### src/source/tenyr_settings.svh
`ifndef TENYR_SETTINGS_SVH
`define TENYR_SETTINGS_SVH

// Data RAM size in 32-bit words, mapped from address 0
`define RAM_DEPTH 1024

// Word address of the display value register
`define SEG7_ADDR 32'h0000_1000

// Video register block with control at base, cursor X at +1 and cursor Y at +2
`define VIDEO_ADDR 32'h0000_1100

// Clocks per lit digit
`define SCAN_DIV 16

`endif

### src/source/tenyr_pkg.sv
`default_nettype none

package tenyr_pkg;

    // Bus word and word address
    typedef logic [31:0] word_t;
    typedef logic [31:0] addr_t;

    // Video register payloads
    typedef logic [7:0] ctl_t;
    typedef logic [7:0] cursor_t;

    localparam ctl_t    CTL_DEFAULT = 8'hF7;
    localparam cursor_t CRX_DEFAULT = 8'd1;    // Cursor X counts from 1
    localparam cursor_t CRY_DEFAULT = 8'd0;

endpackage

`default_nettype wire

### src/source/bus_join.sv
`default_nettype none

`include "tenyr_settings.svh"

module bus_join (
    input  wire                      clk,
    input  wire                      rst,
    input  wire                      req_valid,
    input  wire                      req_write,
    input  wire tenyr_pkg::addr_t    req_addr,
    input  wire tenyr_pkg::word_t    req_wdata,
    output logic                     ram_en,
    output logic                     ram_write,
    output tenyr_pkg::addr_t         ram_addr,
    output tenyr_pkg::word_t         ram_wdata,
    input  wire tenyr_pkg::word_t    ram_rdata,
    input  wire tenyr_pkg::word_t    io_rdata,
    output logic                     rsp_valid,
    output tenyr_pkg::word_t         rsp_rdata
);

    logic ram_inrange;
    logic rd_pend;    // Read issued last cycle
    logic rd_ram;     // That read went to the RAM

    assign ram_inrange = req_addr < tenyr_pkg::addr_t'(`RAM_DEPTH);

    assign ram_en    = req_valid && ram_inrange;
    assign ram_write = req_write;
    assign ram_addr  = req_addr;
    assign ram_wdata = req_wdata;

    always_ff @(posedge clk) begin
        if (rst) begin
            rd_pend <= 1'b0;
            rd_ram  <= 1'b0;
        end else begin
            rd_pend <= req_valid && !req_write;
            rd_ram  <= ram_inrange;
        end
    end

    // Both sources have one cycle latency, so the select lines up with the data
    assign rsp_valid = rd_pend;
    assign rsp_rdata = rd_ram ? ram_rdata : io_rdata;

endmodule

`default_nettype wire

### config.mk
export PLATFORM = sky130hd
export DESIGN_NAME = bus_join
export DESIGN_NICKNAME = d
export VERILOG_FILES = /design/src/source/tenyr_pkg.sv /design/src/source/bus_join.sv
export VERILOG_INCLUDE_DIRS = /design/src /design/src/source
export SDC_FILE = /design/constraint.sdc
export NUM_CORES = 1
export LEC_CHECK = 0
export BUFFER_PORTS_ARGS = -buffer_cell sky130_fd_sc_hd__buf_2
export CORE_AREA = 3 3 89 91
export CTS_BUF_LIST = sky130_fd_sc_hd__clkbuf_8
export DETAILED_ROUTE_END_ITERATION = 8
export DIE_AREA = 0 0 92 94
export PLACE_DENSITY = 0.52
export SYNTH_ARGS = -nofsm -noshare
export SYNTH_HDL_FRONTEND = slang
export SYNTH_SLANG_ARGS = --single-unit
### constraint.sdc
create_clock -name clk -period 1.1 [get_ports clk]
set_clock_uncertainty 0.2 [all_clocks]
set_input_delay 0 -clock clk [delete_from_list [all_inputs] [get_ports clk]]
set_output_delay 0 -clock clk [all_outputs]
set_load 0.02 [all_outputs]
==> metrics.cfg, run 1 <==
[run_status]
status=finished, violations left
violations=negative hold slack, negative setup slack

[setup_path]
cp.required_ns=0.90
cp-start-kind=register
arrival_ns=1.28
crit_path_end_kind=primary output
path_class=reg2out
cp_max_fo=8

[drt]
first_pass_iters=3
drc_errors=0
vias=1272
drtAntennaViolNets=0
avgRoutedWirePerCell_microns=13.9
drt_iter0_drc=10
wirelength_microns=4870
routed_via_density=3.63

[yosys]
netlist_instances=115
synthSimpleGateAreaFrac_pct=7.58
synth_compound_area_share_pct=0
ys_seq_elements=2
synth_top_family_by_area=buffers and inverters
synthMuxAreaShare_pct=36.4
synth_area_leaders=buf_4 52%, mux2_2 34%, dfxtp_1 4.0%, nor4_1 3.2%, mux2_1 2.3%
synth.largest_area_cell=buf_4
synth_xor_area_share_pct=0
synth_fa_ha_area_share_pct=0
syn_area_per_cell_sq_um=8.62
synth_area_sq_um=991
yosysSeqAreaShare_pct=4.04
synth_cell_type_count=12
synthDominantCellAreaShare_pct=51.5
synth_nets=247
yosys_warnings=0

[hold_path]
min_from=req_addr[11]
hold_class=in2reg
min_path_cells=5
holdPathEnd=rd_ram

[sta]
max-slew-margin-rel_pct=84.1
hold_viol=1
whs_ns=-0.00304
max_freq_ghz=0.677
fin_crit_sh_pct=134
finalMaxSlewViolations=0
final.setup.worst_slack_ns=-0.376
setup_viol_count_final=32
rsz0062_at_grt=yes
worst_slew_pin_slew_ns=0.236
period_minus_slack_ns=1.48

[finish]
fin_util_pct=32.8
nFillCells=745
drive_above_1_share_pct=79.7
num_antenna_cells=0
layout.nets=385
final_common_cell=buf_2
fin_cells=350
final_cell_mix=111 x buf_2, 45 x dlygate4sd3_1, 34 x buf_6
multi_input_area_sq_um=606
seqCellArea_sq_um=43.8
area_growth_pct=139

[clock_tree]
path_clk_slew_ns=0.03
clockBufferDepth=2
cts_tree=done
clk_root_buffer_cell=clkbuf_8
numCtsBuffers=3
clock_sinks=2
htreeDepth=1

[power_and_ir_drop]
power.total_mw=1.25
ir_worst_vdd_mv=0.441
power_density_nw_per_um2=527
leakagePower_nw=1.18

[place]
dp_cells=297
place.gp.congestion=0.636
portBuffers=146

[floorplanning]
die_y_microns=94
die_x_microns=92
rows=31
die_area_sq_um=8650
num_io_pins=231
start_util_pct=13.7
core_area_sq_um=7210

[global_route]
grt_use_total_pct=9.31
grt_pass1_vias=1276
grt_max_degree=17
overflow=0
antenna_found_initial=0
grt_pass1_wl_microns=6530

[job]
maxCapViolations=0

how the worst max path moves through the flow:
stage / from / to / slack (ns) / cells after the start
2_1_floorplan: rd_ram / rsp_rdata[0] / -0.03 / 3
3_3_place_gp: rd_ram / rsp_rdata[24] / -0.19 / 3
3_5_place_dp: rd_ram / rsp_rdata[31] / -0.20 / 3
4_1_cts: rd_ram / rsp_rdata[15] / -0.40 / 3
5_1_grt: rd_ram / rsp_rdata[9] / -0.42 / 3
6_report: rd_ram / rsp_rdata[9] / -0.38 / 3
registers in the layout (all words and copies together), names as in the netlist:
signal,count
rd_ram,1
rsp_valid,1
metrics by stage:
step | instance area, sq um | setup WS (ns) | TNS [ns] | hold slack, ns
2_1_floorplan | 1140 | -0.0271 | -0.814 | -0.129
3_3_place_gp | 1510 | -0.191 | -5.07 | -0.200
3_5_place_dp | 1510 | -0.201 | -5.36 | -0.200
4_1_cts | 2200 | -0.395 | -11.67 | -0.00472
5_1_grt | 2360 | -0.417 | -12.33 | 0.0277
6_report | 2360 | -0.376 | -11.03 | -0.00304
Yosys cell counts:
cell type,count
nor2_1,1
nor3b_1,1
nand3_1,1
mux2_2,30
nor3_1,1
nand2_1,2
nor4_1,5
dfxtp_1,2
mux2_1,2
nor4b_2,1
clkbuf_2,1
buf_4,68
worst max-delay path, stage by stage, from the launching register on:
cell and delay, ns:
dfxtp_4 0.42, clkbuf_16 0.20, mux2_4 0.31, buf_6 0.13
final cells by class:
class	instances	area share, %
multi-input cells	44	25.6
repair buffers	202	65.5
well taps	99	5.24
flip-flops and latches	2	1.85
clock buffers	3	1.75
cell families (layout without fill, tap and decap cells):
group / count (synthesis) / in the layout
buffers and inverters: 69 / 205
DFF: 2 / 2
muxes: 32 / 32
and+or+nand+nor: 12 / 12
per-layer routing:
layer	up-vias	wire length (microns)	global-route usage, %
met5	-	0	0
met3	4	494	2.80
li1	600	-	-
met1	571	1560	9.64
met2	97	2790	18.4
met4	0	17	1.86
power by group:
part / leakage, nW / switching (mW) / internal [mW]
Clock: 0.0216 / 0.0584 / 0.231
Sequential: 0.0171 / 0.000214 / 0.0722
Combinational: 1.14 / 0.421 / 0.462
Total: 1.18 / 0.480 / 0.765
what timing repair did:
item	4_1_cts	5_1_grt
endpoints found under the setup margin	33	34
pin swaps	2	4
buffers inserted	2	0
endpoints found under the hold margin	44	0
resized for setup	42	37
cloned	2	1
hold buffers	45	0
No activity file was read; power rests on OpenSTA's default activity.
==> run 2, diff against run 1 <==
Settings changed: SKIP_LAST_GASP from default to 1.
==> run 2 against run 1 <==
Compared with the run above: the run still ends with negative hold slack, negative setup slack left; global-route usage about the same; fmax increased by 0.34%; worst setup slack improved by 0.0050 ns; routed wire length increased by 1.1%; combinational power about the same; critical path depth unchanged; clock power about the same; total power about the same; count of clock-buffer cells in the layout unchanged; critical endpoint is now rsp_rdata[21].
==> metrics.cfg, run 2 (synthesis gave the netlist of run 1 again) <==
[run_status]
status=finished, violations left
violations=negative hold slack, negative setup slack

[sta]
period_minus_slack_ns=1.47
max_freq_ghz=0.680
setup_viol_count_final=32
max-slew-margin-rel_pct=83.3
rsz0062_at_grt=yes
whs_ns=-0.00304
worst_slew_pin_slew_ns=0.250
final.setup.worst_slack_ns=-0.371
finalMaxSlewViolations=0
hold_viol=1
fin_crit_sh_pct=134

[global_route]
antenna_found_initial=0
grt_pass1_vias=1276
grt_pass1_wl_microns=6520
grt_max_degree=17
overflow=0
grt_use_total_pct=9.27

[finish]
num_antenna_cells=0
area_growth_pct=139
final_cell_mix=111 x buf_2, 45 x dlygate4sd3_1, 34 x buf_6
layout.nets=385
fin_util_pct=32.8
drive_above_1_share_pct=79.7
final_common_cell=buf_2

[setup_path]
slowest_delay_ns=0.43
critPathBufInv=2
critPathTopFamily=flip-flops
crit_path_end_kind=primary output
cp_cell_sequence=clkbuf_16 > mux2_4 > buf_6
cp.required_ns=0.90
slowest_stage=dfxtp_4
cp-start-kind=register
arrival_ns=1.27
path_class=reg2out
cp_max_fo=8

[job]
maxCapViolations=0

[power_and_ir_drop]
ir_worst_vdd_mv=0.441
leakagePower_nw=1.18
power_density_nw_per_um2=527

[drt]
drtAntennaViolNets=0
drt_iter0_drc=10
avgRoutedWirePerCell_microns=14.1
wirelength_microns=4920
routed_via_density=3.63
drc_errors=0
vias=1270
first_pass_iters=3

[clock_tree]
clk_root_buffer_cell=clkbuf_8
htreeDepth=1
clockBufferDepth=2
clock_sinks=2
path_clk_slew_ns=0.03
cts_tree=done
numCtsBuffers=3

[floorplanning]
num_io_pins=231
die_y_microns=94
core_area_sq_um=7210
start_util_pct=13.7
die_area_sq_um=8650
die_x_microns=92
rows=31

[place]
portBuffers=146
place.gp.congestion=0.636

[hold_path]
hold_class=in2reg

[run 2: final timing paths]
path,start,to,slack [ns],cells past startpoint
worst min-delay path,req_addr[11],rd_ram,-0.003,5
worst max-delay path,rd_ram,rsp_rdata[21],-0.37,3
[run 2: layout make-up]
cell class	instances	area, sq um
fillers	746	4850
repair buffers	202	1550
multi-input cells	44	606
well taps	99	124
flip-flops and latches	2	43.8
clock buffers	3	41.3
[run 2: routing by layer]
metal  global-route usage, %  routed length [microns]  part of all wire [%]  up-vias
met2                    18.1                     2840                    58       99
met1                    9.59                     1550                    31      565
met3                    2.88                      499                    10        6
met4                    2.10                       27                  0.55        0
li1                        -                        -                     -      600
met5                       0                        0                     0        -
[run 2: power by group]
group | total (mW) | internal, mW | switching [mW]
registers | 0.0724 | 0.0722 | 0.000214
logic | 0.884 | 0.462 | 0.422
clock network | 0.290 | 0.231 | 0.0584
[run 2: repair_timing]
| item | in CTS | in global routing |
|---|---|---|
| endpoints found under the setup margin | 33 | 34 |
| setup buffers | 2 | 0 |
| endpoints found under the hold margin | 44 | 0 |
| pin swaps | 2 | 4 |
| cloned | 2 | 1 |
| gates resized for setup | 38 | 41 |
| hold buffers | 45 | 0 |
[run 2: through the flow]
step	std cells	setup TNS [ns]	power (mW)	cell area, sq um	setup slack, ns
global route	350	-12.28	1.32	2360	-0.407
finish	350	-11.08	1.25	2360	-0.371
CTS	349	-11.71	1.20	2190	-0.397
detailed placement	297	-5.36	0.604	1510	-0.201
global placement	297	-5.07	0.600	1510	-0.191
floorplan	115	-0.814	0.604	1140	-0.0271
==> run 3, diff against run 2 <==
Settings changed: CORE_AREA 3 3 89 91 to 3 3 88 90, DIE_AREA 0 0 92 94 to 0 0 91 93, PLACE_DENSITY 0.52 to 0.51.
Clock period 1.1 ns to 1.65 ns, I/O delays scaled along.
==> run 3 against run 2 <==
Compared with the run above: the flow now finishes without violations; combinational power is 46% lower; cell area is 22% lower; core utilization is 6.8 points lower; via count is 2.7% lower; cell count is 2.6% lower; worst setup slack better by 0.51 ns; clock power is 35% lower; critical path depth is 1 higher; hold slack better by 0.037 ns; sequential share of layout area is 0.31 points higher; sequential power is 31% lower; total power is 42% lower; critical endpoint is now rd_ram; largest cell class unchanged; largest power group unchanged.
==> metrics.cfg, run 3 (synthesis gave the netlist of run 1 again) <==
[sta]
fin_crit_sh_pct=91.5
setup_viol_count_final=0
max_freq_ghz=0.662
max-slew-margin-rel_pct=77.4
hold_viol=0
worst_slew_pin_slew_ns=0.336
final.setup.tns_ns=0
finalMaxSlewViolations=0
rsz0062_at_grt=no
period_minus_slack_ns=1.51

[floorplanning]
core_area_sq_um=7140
die_y_microns=93
die_x_microns=91
start_util_pct=13.9
num_io_pins=231
die_area_sq_um=8460
rows=31

[setup_path]
cp.required_ns=1.60
arrival_ns=1.46
cp_max_fo=2
cp-start-kind=input pin
crit_start=rst
path_class=in2reg
crit_path_end_kind=register

[place]
portBuffers=146
place.gp.congestion=0.661
dpl.hpwl_microns=2880
dp_cells=292

[clock_tree]
clockBufferDepth=2
postCtsSetupBuffers=0
cts_tree=done
clk_root_buffer_cell=clkbuf_8
path_clk_slew_ns=0.03
htreeDepth=1
clock_sinks=2
numCtsBuffers=3
ctsResizeCount=0

[global_route]
grt_max_degree=33
grt_pass1_vias=1225
overflow=0
grt_pass1_wl_microns=5800
grt_use_total_pct=8.08
antenna_found_initial=0

[drt]
drc_errors=0
vias=1236
routed_via_density=3.62
first_pass_iters=4
wirelength_microns=4170
avgRoutedWirePerCell_microns=12.2
drtAntennaViolNets=0
drt_iter0_drc=26

[finish]
nFillCells=816
area_growth_pct=86.9
fin_cells=341
final_cell_mix=146 x buf_2, 46 x dlygate4sd3_1, 30 x mux2_2
drive_above_1_share_pct=74.8
num_antenna_cells=0
layout.nets=376
final_common_cell=buf_2

[power_and_ir_drop]
power_density_nw_per_um2=388
leakagePower_nw=0.941
ir_worst_vdd_mv=0.374

[hold_path]
hold_class=in2out
min_path_cells=2
holdPathEnd=ram_addr[25]
min_from=req_addr[25]

[run_status]
status=complete, no violations

[job]
maxCapViolations=0

## run 3: worst max-delay path: stages
cell	delay, ns
dlygate4sd3_1	0.53
buf_2	0.13
nor4b_2	0.24
dlygate4sd3_1	0.56
## run 3: repair_timing
item                       4_1_cts  5_1_grt
hold endpoints to repair        44        0
setup endpoints to repair        0        0
hold buffers                    46        0
## run 3: metrics by stage
step	instance area [sq um]	hold slack, ns	utilization (%)	worst slack [ns]	total power [mW]
finish	1850	0.0339	25.9	0.140	0.718
global route	1850	0.0387	25.9	0.00574	0.757
CTS	1850	0.0351	25.9	0.135	0.724
detailed placement	1350	-0.200	18.9	0.359	0.367
global placement	1350	-0.200	18.9	0.391	0.366
floorplan	991	-0.129	-	0.447	0.380
## run 3: per-layer routing
layer	global-route usage, %	up-vias	share of wire (%)
met1	9.21	547	36
li1	-	582	-
met3	2.01	4	10
met5	0	-	0
met2	15.3	103	53
met4	1.51	0	0.58
## run 3: final cells by class
class / instances / area [sq um] / share of cell area [%]
repair buffers: 193 / 1210 / 65.4
flip-flops and latches: 2 / 40.0 / 2.16
clock buffers: 3 / 41.3 / 2.23
well taps: 99 / 124 / 6.69
multi-input cells: 44 / 435 / 23.5
## run 3: report_power, final
group | switching [mW] | total [mW] | leakage, nW | internal, mW
Sequential | 0.000176 | 0.0500 | 0.0163 | 0.0498
Clock | 0.0349 | 0.189 | 0.0216 | 0.154
Combinational | 0.256 | 0.480 | 0.903 | 0.224
Total | 0.291 | 0.718 | 0.941 | 0.428
## run 3: worst max path at each step
| stage | slack [ns] | cells past startpoint | to |
|---|---|---|---|
| CTS | 0.13 | 3 | rsp_rdata[4] |
| global route | 0.006 | 5 | rd_ram |
| floorplan | 0.45 | 3 | rsp_rdata[29] |
| finish | 0.14 | 4 | rd_ram |
| detailed placement | 0.36 | 3 | rsp_rdata[4] |
| global placement | 0.39 | 3 | rsp_rdata[15] |
